$ cat config.mk
export PLATFORM = sky130hd
export DESIGN_NAME = pci_target
export DESIGN_NICKNAME = d
export VERILOG_FILES = /design/src/pci_pkg.sv /design/src/pci_target.sv /design/src/pci_target_mem.sv /design/src/pci_burst_ctrl.sv /design/src/pci_addr_decode.sv
export SDC_FILE = /design/constraint.sdc
export NUM_CORES = 1
export LEC_CHECK = 0
export BUFFER_PORTS_ARGS = -buffer_cell sky130_fd_sc_hd__clkbuf_2
export CORE_UTILIZATION = 45
export CTS_CLUSTER_DIAMETER = 200
export DETAILED_ROUTE_END_ITERATION = 10
export SLEW_MARGIN = 20
export SYNTH_ARGS = -nofsm -noshare
export SYNTH_HDL_FRONTEND = slang
export SYNTH_SLANG_ARGS = --single-unit
export TNS_END_PERCENT = 30
$ cat constraint.sdc
create_clock -name iframe -period 9.9 [get_ports iframe]
set_input_delay 0.495 -clock iframe [delete_from_list [all_inputs] [get_ports iframe]]
set_output_delay 0.495 -clock iframe [all_outputs]
set_load 0.005 [all_outputs]
$ cat src/pci_pkg.sv
package pci_pkg;

  // bus and memory geometry
  localparam int BUS_W     = 32;
  localparam int MEM_WORDS = 10;
  localparam int IDX_W     = 4;

  // address phase field layout
  localparam int DEV_W  = 24;
  localparam int WORD_W = 6;
  localparam int BYTE_W = 2;

  // command line level for a read, a write is the other level
  localparam logic cmd_read_c = 1'b1;

  // burst controller phases
  typedef enum logic [1:0]
  {
    idle = 2'd0,
    turn = 2'd1,
    data = 2'd2,
    done = 2'd3
  } target_phase_t;

  // one bus word, address view in the address phase, data view otherwise
  typedef union packed
  {
    struct packed
    {
      logic [DEV_W-1:0]  dev;
      logic [WORD_W-1:0] word;
      logic [BYTE_W-1:0] byte_off;
    } addr;
    logic [BUS_W-1:0] data;
  } bus_word_u;

  // word index step with wrap at the top of the memory
  function automatic logic [IDX_W-1:0] idx_next(input logic [IDX_W-1:0] cur);
    logic [IDX_W-1:0] nxt;
    if (cur == IDX_W'(MEM_WORDS - 1))
    begin
      nxt = '0;
    end
    else
    begin
      nxt = cur + IDX_W'(1);
    end
    return nxt;
  endfunction

endpackage
$ cat src/pci_target.sv
`timescale 1ns/100ps

module pci_target
  import pci_pkg::*;
(
  input  logic             iframe,
  input  logic             rst_n,
  input  logic             frame_n,
  input  logic             irdy_n,
  input  logic             cmd,
  input  bus_word_u        ad_in,
  input  logic [DEV_W-1:0] device_id,
  output logic             trdy_n,
  output logic             devsel_n,
  output bus_word_u        ad_out,
  output logic             ad_oe
);

  logic             hit;
  logic             is_read;
  logic [IDX_W-1:0] start_idx;
  logic             busy;

  logic             wr_en;
  logic             rd_load;
  logic [IDX_W-1:0] idx;
  logic             out_en;

  pci_addr_decode addr_decode_inst
  (
    .iframe    (iframe),
    .rst_n     (rst_n),
    .frame_n   (frame_n),
    .cmd       (cmd),
    .ad_in     (ad_in),
    .device_id (device_id),
    .busy      (busy),
    .hit       (hit),
    .is_read   (is_read),
    .start_idx (start_idx)
  );

  pci_burst_ctrl burst_ctrl_inst
  (
    .iframe    (iframe),
    .rst_n     (rst_n),
    .frame_n   (frame_n),
    .irdy_n    (irdy_n),
    .hit       (hit),
    .is_read   (is_read),
    .start_idx (start_idx),
    .busy      (busy),
    .trdy_n    (trdy_n),
    .devsel_n  (devsel_n),
    .wr_en     (wr_en),
    .rd_load   (rd_load),
    .idx       (idx),
    .out_en    (out_en)
  );

  pci_target_mem target_mem_inst
  (
    .iframe  (iframe),
    .rst_n   (rst_n),
    .wr_en   (wr_en),
    .rd_load (rd_load),
    .idx     (idx),
    .out_en  (out_en),
    .ad_in   (ad_in),
    .ad_out  (ad_out),
    .ad_oe   (ad_oe)
  );

endmodule

$ cat src/pci_target_mem.sv
`timescale 1ns/100ps

module pci_target_mem
  import pci_pkg::*;
(
  input  logic             iframe,
  input  logic             rst_n,
  input  logic             wr_en,
  input  logic             rd_load,
  input  logic [IDX_W-1:0] idx,
  input  logic             out_en,
  input  bus_word_u        ad_in,
  output bus_word_u        ad_out,
  output logic             ad_oe
);

  logic [BUS_W-1:0] mem [MEM_WORDS];

  logic read_start;

  // out_en rises during turnaround while the bus is not yet driven
  assign read_start = out_en && !ad_oe;

  always_ff @(posedge iframe)
  begin
    if (!rst_n)
    begin
      for (int i = 0; i < MEM_WORDS; i++)
      begin
        mem[i] <= '0;
      end
    end
    else if (wr_en)
    begin
      mem[idx] <= ad_in.data;
    end
  end

  // word shown on the next data phase
  always_ff @(posedge iframe)
  begin
    if (read_start)
    begin
      ad_out.data <= mem[idx];
    end
    else if (rd_load)
    begin
      ad_out.data <= mem[idx_next(idx)];
    end
  end

  always_ff @(posedge iframe)
  begin
    if (!rst_n)
    begin
      ad_oe <= 1'b0;
    end
    else
    begin
      ad_oe <= out_en;
    end
  end

endmodule

$ cat src/pci_burst_ctrl.sv
`timescale 1ns/100ps

module pci_burst_ctrl
  import pci_pkg::*;
(
  input  logic             iframe,
  input  logic             rst_n,
  input  logic             frame_n,
  input  logic             irdy_n,
  input  logic             hit,
  input  logic             is_read,
  input  logic [IDX_W-1:0] start_idx,
  output logic             busy,
  output logic             trdy_n,
  output logic             devsel_n,
  output logic             wr_en,
  output logic             rd_load,
  output logic [IDX_W-1:0] idx,
  output logic             out_en
);

  target_phase_t state;
  target_phase_t state_nx;

  logic read_q;
  logic xfer;
  logic last;

  // trdy_n is only low in the data phase, so irdy_n alone decides a transfer
  assign xfer = (state == data) && !irdy_n;

  // transfer with frame already released ends the burst
  assign last = xfer && frame_n;

  always_comb
  begin
    state_nx = state;
    case (state)
      idle:
      begin
        if (hit)
        begin
          state_nx = is_read ? turn : data;
        end
      end
      turn:
      begin
        state_nx = data;
      end
      data:
      begin
        if (last)
        begin
          state_nx = done;
        end
      end
      done:
      begin
        state_nx = idle;
      end
      default:
      begin
        state_nx = idle;
      end
    endcase
  end

  always_ff @(posedge iframe)
  begin
    if (!rst_n)
    begin
      state    <= idle;
      read_q   <= 1'b0;
      idx      <= '0;
      trdy_n   <= 1'b1;
      devsel_n <= 1'b1;
    end
    else
    begin
      state <= state_nx;

      // select and ready follow the phase we are entering
      devsel_n <= !((state_nx == turn) || (state_nx == data));
      trdy_n   <= !(state_nx == data);

      if ((state == idle) && hit)
      begin
        read_q <= is_read;
        idx    <= start_idx;
      end
      else if (xfer)
      begin
        idx <= idx_next(idx);
      end
    end
  end

  assign busy = (state == turn) || (state == data);

  assign wr_en   = xfer && !read_q;
  assign rd_load = xfer && read_q;

  // drive the bus from turnaround until the last read transfer
  assign out_en = read_q && ((state == turn) || ((state == data) && !last));

endmodule

$ cat src/pci_addr_decode.sv
`timescale 1ns/100ps

module pci_addr_decode
  import pci_pkg::*;
(
  input  logic             iframe,
  input  logic             rst_n,
  input  logic             frame_n,
  input  logic             cmd,
  input  bus_word_u        ad_in,
  input  logic [DEV_W-1:0] device_id,
  input  logic             busy,
  output logic             hit,
  output logic             is_read,
  output logic [IDX_W-1:0] start_idx
);

  logic frame_q;
  logic addr_phase;
  logic dev_match;
  logic word_ok;
  logic take;

  // previous frame level, idle bus is high
  always_ff @(posedge iframe)
  begin
    if (!rst_n)
    begin
      frame_q <= 1'b1;
    end
    else
    begin
      frame_q <= frame_n;
    end
  end

  // first edge with frame low after it was high
  assign addr_phase = frame_q && !frame_n;

  assign dev_match = (ad_in.addr.dev == device_id);
  assign word_ok   = (ad_in.addr.word < WORD_W'(MEM_WORDS));

  // addresses seen during an active burst are not ours to take
  assign take = addr_phase && !busy;

  always_ff @(posedge iframe)
  begin
    if (!rst_n)
    begin
      hit       <= 1'b0;
      is_read   <= 1'b0;
      start_idx <= '0;
    end
    else
    begin
      // single cycle pulse
      hit <= take && dev_match && word_ok;
      if (take)
      begin
        is_read   <= (cmd == cmd_read_c);
        start_idx <= ad_in.addr.word[IDX_W-1:0];
      end
    end
  end

endmodule

==> run_results.csv, run 1 <==
group,metric,value,unit
run_status,outcome,"completed",
min_path,hp-class,"in2reg",
cells_and_area,syn2layout_area_growth,10.9,%
critical_path,rrSetupSlack,5.71,ns
cells_and_area,nets,2271,
synth,ys_warn_count,0,
job,cap_viol_max_count,0,
sta,fin_crit,4.19,ns
floorplanning,io_pins,96,
clock_tree,cts_num_sinks,565,
floorplanning,die_h,254,µm
global_routing,grt_pass1_wl,138000,µm
sta,finalSetupViolCount,0,
sta,worst_slew_margin_rel,0.213,
critical_path,critPathLaunchType,"flop",
clock_tree,cts_tree,"done",
detailed_routing,drtIter0Drc,2999,
place,place_congestion,0.852,
critical_path,critical-path-top-delay-family,"simple AND/OR/NAND/NOR gates",
critical_path,path_cells,"inv_1 -> ha_1 -> nor2b_1 -> nand3b_1 -> nor2_2 -> buf_4 -> nand2_1 -> nand2_1 -> buf_4",
pwr,ir_worst_vdd,0.128,mV
cells_and_area,drive_above_1_share,0.220,
global_routing,grt_usage,0.297,
sta,drv_slew,0,
floorplanning,core_area,63000,µm²
clock_tree,cts_htree_levels,2,
place,portBuffers,95,
pwr,seqPwrFrac,0.497,
clock_tree,clk_path_buf_depth,3,
critical_path,cp.arrival,4.47,ns
synth,synthArstFlopShare,0,
sta,fin_tns_setup,0,ns
clock_tree,clk_latency,0.62,ns
critical_path,cp.required,10.18,ns
synth,ys_ff_latch,565,
sta,fin_skew,0.0147,ns
critical_path,crit_fanout,22,
sta,hold-worst-slack,0.127,ns
detailed_routing,vias,20375,
global_routing,antenna_found_initial,1,
place,dp_hpwl,57200,µm
clock_tree,ctsHoldBuffers,0,
clock_tree,cts.clk_slew.worst_paths,0.06,ns
floorplanning,rows,92,
clock_tree,post-cts-setup-buffers,0,
synth,synth_cell_types,64,
pwr,cellPowerDensity,172,nW/µm²
detailed_routing,first_pass_iters,6,
critical_path,cpMaxStageDelayCell,"nor2_2",
synth,syn-cell-area,28600,µm²
pwr,p_comb_frac,0.079,
synth,syn_area_per_cell,13.1,µm²
synth,synth_area_leaders,"edfxtp_1 57%, mux4_2 12%, nor2_1 5.4%",
clock_tree,cts_buffers,60,
pwr,switching_share,0.236,
synth,ys.flop_type,"edfxtp_1",
pwr,p_sw,1.29,mW
sta,hold_viol,0,
synth,synth_fp_nets,2245,
detailed_routing,post_drt_wl_per_cell,30.9,µm
critical_path,crit_type,"reg2reg",
synth,synth_cells,2179,
critical_path,cp_slowest_stage_delay,0.77,ns
clock_tree,cts_resized,0,
clock_tree,root_buffer,"clkbuf_16",
sta,fmax,238,MHz
floorplanning,fp.dieW,254,µm
global_routing,grt_max_degree,119,
sta,rsz0062_at_grt,"no",
pwr,p_clk_frac,0.423,
sta,worstMarginPinSlew,1.18,ns
critical_path,critPathBufInv,3,
synth,synth_edf_count,544,
detailed_routing,drc,0,
detailed_routing,ant_nets,0,
pwr,leakagePower,10.1,nW
floorplanning,die_area,64600,µm²
synth,synth_top_area_share,0.571,
synth,synth_top_cell_by_area,"edfxtp_1",
synth,ys_seq_area_frac,0.586,
floorplanning,initial_core_util,0.454,
detailed_routing,routed_wl,95900,µm
sta,fin_crit_sh,0.424,
global_routing,grt_overflow,0,
global_routing,grt_pass1_vias,19862,
pwr,internal-power,4.17,mW
critical_path,worst_setup_path_end_kind,"flop",
detailed_routing,viasPerCell,6.57,
## worst reg2reg max path: cells and delay by family (launching register included)
kind                       cells  cell delay, ns
and+or+nand+nor                5            2.35
buffers and inverters          3            0.96
DFF                            1            0.34
adders and majority gates      1            0.18
## layout make-up
class | count | area (µm²)
fill | 5367 | 31200
tap | 846 | 1060
timing repair buffer | 145 | 863
sequential | 565 | 16800
antenna | 1 | 2.50
inverter | 43 | 161
clock buffer | 72 | 1590
clock inverter | 39 | 410
multi-input combinational | 1390 | 10900
## Yosys cell counts (all sizes together) (25+ instances only)
cell,number
edfxtp,544
nor2,412
mux4,148
a21oi,144
buf,120
mux2i,92
nand2,83
o21ai,81
mux2,70
clkbuf,61
o22ai,45
inv,43
and3,35
xnor2,25
## registers in the layout, indices dropped and copies added (netlist names), named ones only
name,count
burst_ctrl_inst.state,2
target_mem_inst.ad_oe,1
burst_ctrl_inst.idx,4
addr_decode_inst.frame_q,1
addr_decode_inst.start_idx,4
target_mem_inst.ad_out,32
addr_decode_inst.is_read,1
burst_ctrl_inst.trdy_n,1
target_mem_inst.mem,512
burst_ctrl_inst.read_q,1
addr_decode_inst.hit,1
burst_ctrl_inst.devsel_n,1
## cells in the final DEF, fill, tap and decap left out, drive strengths merged, types with 18 or more instances in the layout
master,count
clkbuf,167
a21oi,144
clkinv,24
dfxtp,21
mux2,70
o221ai,18
nand2,83
mux2i,92
nor2b,22
inv,45
mux4,148
a211oi,21
nand3,22
nor2,412
o21ai,81
and3,35
edfxtp,544
buf,50
xnor2,25
o22ai,45
## power by group through the flow
stage	clock network, mW	logic [mW]	registers [mW]
2_1_floorplan	0	0.278	2.73
3_3_place_gp	0	0.416	2.76
3_5_place_dp	0	0.423	2.76
4_1_cts	2.32	0.425	2.71
5_1_grt	2.41	0.457	2.72
6_report	2.31	0.433	2.71
## worst paths after layout
| check | from | endpoint | depth (start not counted) |
|---|---|---|---|
| worst max-delay path | burst_ctrl_inst.state[0] | target_mem_inst.mem[5][26] | 9 |
| worst min-delay path | cmd | addr_decode_inst.is_read | 3 |
| worst max register to register | burst_ctrl_inst.state[0] | target_mem_inst.mem[5][26] | 9 |
| worst min register to register | addr_decode_inst.is_read | burst_ctrl_inst.read_q | 2 |
## cells by family after synthesis
kind of cell,share of synthesized area
AOI/OAI and AO/OA,0.0944
xor gates and xnor gates,0.00796
adders and majority gates,0.00219
buffers and inverters,0.0397
DFF,0.586
muxes,0.176
and+or+nand+nor,0.0938
## per-layer routing
layer,track usage,routed length [µm],vias to the layer above
met4,0.110,3280,0
met3,0.0659,11200,218
met2,0.463,44100,1378
met1,0.409,37300,10373
met5,0,0,-
li1,-,-,8406
## through the flow
| step | instance area, µm² | instances | setup WS, ns | power, mW | util |
|---|---|---|---|---|---|
| 2_1_floorplan | 28600 | 2179 | 5.95 | 3.01 | - |
| 3_3_place_gp | 29700 | 2989 | 5.82 | 3.17 | 0.472 |
| 3_5_place_dp | 29700 | 2989 | 5.80 | 3.18 | 0.472 |
| 4_1_cts | 31700 | 3100 | 5.80 | 5.46 | 0.504 |
| 5_1_grt | 31700 | 3100 | 5.51 | 5.58 | 0.504 |
| 6_report | 31700 | 3101 | 5.71 | 5.45 | 0.504 |
Note: power is estimated with default switching activity, not from simulation.
==> run 2: changes to the inputs <==
==> constraint.sdc (replaced) <==
create_clock -name iframe -period 3.49 [get_ports iframe]
set_input_delay 0.1745 -clock iframe [delete_from_list [all_inputs] [get_ports iframe]]
set_output_delay 0.1745 -clock iframe [all_outputs]
set_load 0.005 [all_outputs]
==> run 2 against run 1 <==
Effect of this change: cell count increased by 2.3%; total power increased to 2.8 times the previous value; hold slack got worse by 0.088 ns; critical path depth decreased by 1; clock power increased to 2.7 times the previous value; largest power group unchanged.
==> run_results.csv, run 2 (synthesized netlist as in run 1, its figures left out) <==
group,metric,value,unit
place,place_congestion,0.908,
cells_and_area,largest_register_ffs,512,
detailed_routing,drc,0,
cells_and_area,top_regs,"target_mem_inst.mem x512, target_mem_inst.ad_out x32",
floorplanning,fp.dieW,254,µm
min_path,hp-class,"in2reg",
place,dp_hpwl,59100,µm
sta,fmax,351,MHz
clock_tree,cts_buffers,58,
detailed_routing,post_drt_wl_per_cell,29.6,µm
critical_path,rrSetupSlack,0.64,ns
clock_tree,clk_path_buf_depth,3,
cells_and_area,final_common_cell,"edfxtp_1",
pwr,p_clk_frac,0.413,
cells_and_area,top_register,"target_mem_inst.mem",
floorplanning,die_area,64600,µm²
clock_tree,cts_htree_levels,2,
pwr,ir_worst_vdd,0.348,mV
critical_path,worst_setup_path_end_kind,"flop",
detailed_routing,vias,20423,
global_routing,grt_pass1_wl,136000,µm
job,cap_viol_max_count,0,
pwr,seqPwrFrac,0.501,
global_routing,grt_max_degree,81,
sta,setup_slack,0.643,ns
clock_tree,post-cts-setup-buffers,0,
sta,rsz0062_at_grt,"no",
detailed_routing,ant_nets,0,
critical_path,crit_start,"burst_ctrl_inst.idx[2]",
sta,fin_skew,0.0219,ns
floorplanning,initial_core_util,0.454,
sta,hold_viol,0,
cells_and_area,syn2layout_area_growth,13.3,%
run_status,outcome,"completed",
critical_path,cp.required,3.96,ns
clock_tree,cts_tree,"done",
pwr,cellPowerDensity,473,nW/µm²
place,dp_cells,3025,
floorplanning,rows,92,
pwr,p_comb_frac,0.086,
sta,fin_crit,2.85,ns
global_routing,grt_usage,0.293,
pwr,switching_share,0.237,
critical_path,cp.arrival,3.32,ns
floorplanning,die_h,254,µm
pwr,p_sw,3.64,mW
floorplanning,core_area,63000,µm²
floorplanning,io_pins,96,
place,portBuffers,95,
detailed_routing,first_pass_iters,6,
clock_tree,clk_latency,0.64,ns
pwr,internal-power,11.7,mW
place,place_ws,0.559,ns
critical_path,r2r-start,"burst_ctrl_inst.idx[2]",
sta,drv_slew,0,
cells_and_area,fill_cells,5352,
global_routing,antenna_found_initial,2,
clock_tree,cts.clk_slew.worst_paths,0.07,ns
critical_path,critPathLaunchType,"flop",
cells_and_area,drive_above_1_share,0.228,
clock_tree,cts_num_sinks,565,
sta,worst_slew_margin_rel,0.293,
pwr,leakagePower,10.4,nW
min_path,worstHoldStart,"rst_n",
detailed_routing,viasPerCell,6.44,
global_routing,grt_overflow,0,
critical_path,crit_fanout,22,
global_routing,grt_pass1_vias,19741,
clock_tree,root_buffer,"clkbuf_16",
cells_and_area,final_cell_mix,"544 x edfxtp_1, 403 x nor2_1, 148 x mux4_2, 144 x a21oi_1, 95 x clkbuf_2",
cells_and_area,layout.cells.non_filler,3171,
sta,finalSetupViolCount,0,
critical_path,crit_type,"reg2reg",
detailed_routing,routed_wl,94000,µm
sta,worstMarginPinSlew,1.06,ns
detailed_routing,drtIter0Drc,2908,
sta,fin_crit_sh,0.816,
cells_and_area,nets,2341,
run 2: changes by cell type in the layout (fill, tap and decap cells not counted), moves of 3 or more:
cell           change
clkinv_1           -4
buf_12            +14
clkbuf_8           +7
buf_4             +22
bufinv_16          -3
dlygate4sd3_1     +36
clkbuf_1           +5
run 2: routing by layer:
metal / track usage / share of wire
met5: 0 / 0.00029
met4: 0.0995 / 0.029
met3: 0.0626 / 0.12
met2: 0.436 / 0.45
met1: 0.426 / 0.40
run 2: final cells by class:
type,count,area [µm²],area share
Antenna cell,1,2.50,0.0000772
Clock buffer,82,1650,0.0510
Clock inverter,27,267,0.00822
Inverter,43,161,0.00498
Multi-Input combinational cell,1390,10800,0.334
Sequential cell,565,16800,0.518
Tap cell,846,1060,0.0326
Timing Repair Buffer,217,1670,0.0515
run 2: timing repair:
item	4_1_cts	5_1_grt
hold buffers	36	0
resized for setup	0	0
setup endpoints to repair	0	0
endpoints found under the hold margin	36	0
run 2: worst max-delay path: stages, from the launching register on:
cell	delay [ns]
dfxtp_4	0.55
or2b_4	0.45
buf_4	0.30
nand3_1	0.13
buf_4	0.35
nor2_1	0.07
a21oi_1	0.50
o221ai_1	0.18
o21ai_0	0.13
run 2: path summary, 6_finish.rpt:
kind	to	depth (start not counted)
max reg2reg	target_mem_inst.ad_out[8]	8
max	target_mem_inst.ad_out[8]	8
min	burst_ctrl_inst.trdy_n	3
min reg2reg	burst_ctrl_inst.read_q	2
run 2: power by group through the flow:
stage | sequential (mW) | clock, mW | combinational (mW)
2_1_floorplan | 7.76 | 0 | 0.790
3_3_place_gp | 7.82 | 0 | 1.24
3_5_place_dp | 7.83 | 0 | 1.25
4_1_cts | 7.68 | 6.37 | 1.29
5_1_grt | 7.70 | 6.62 | 1.39
6_report | 7.69 | 6.34 | 1.32
run 2: stage by stage:
step           power [mW]  hold slack (ns)  instance area (µm²)   util  setup TNS, ns
6_report             15.4           0.0384                32400  0.515              0
2_1_floorplan        8.55            0.276                28600      -         -24.00
3_3_place_gp         9.05            0.426                30100  0.479              0
4_1_cts              15.3          0.00888                32400  0.515              0
5_1_grt              15.7           0.0280                32400  0.515              0
3_5_place_dp         9.08            0.447                30100  0.479              0
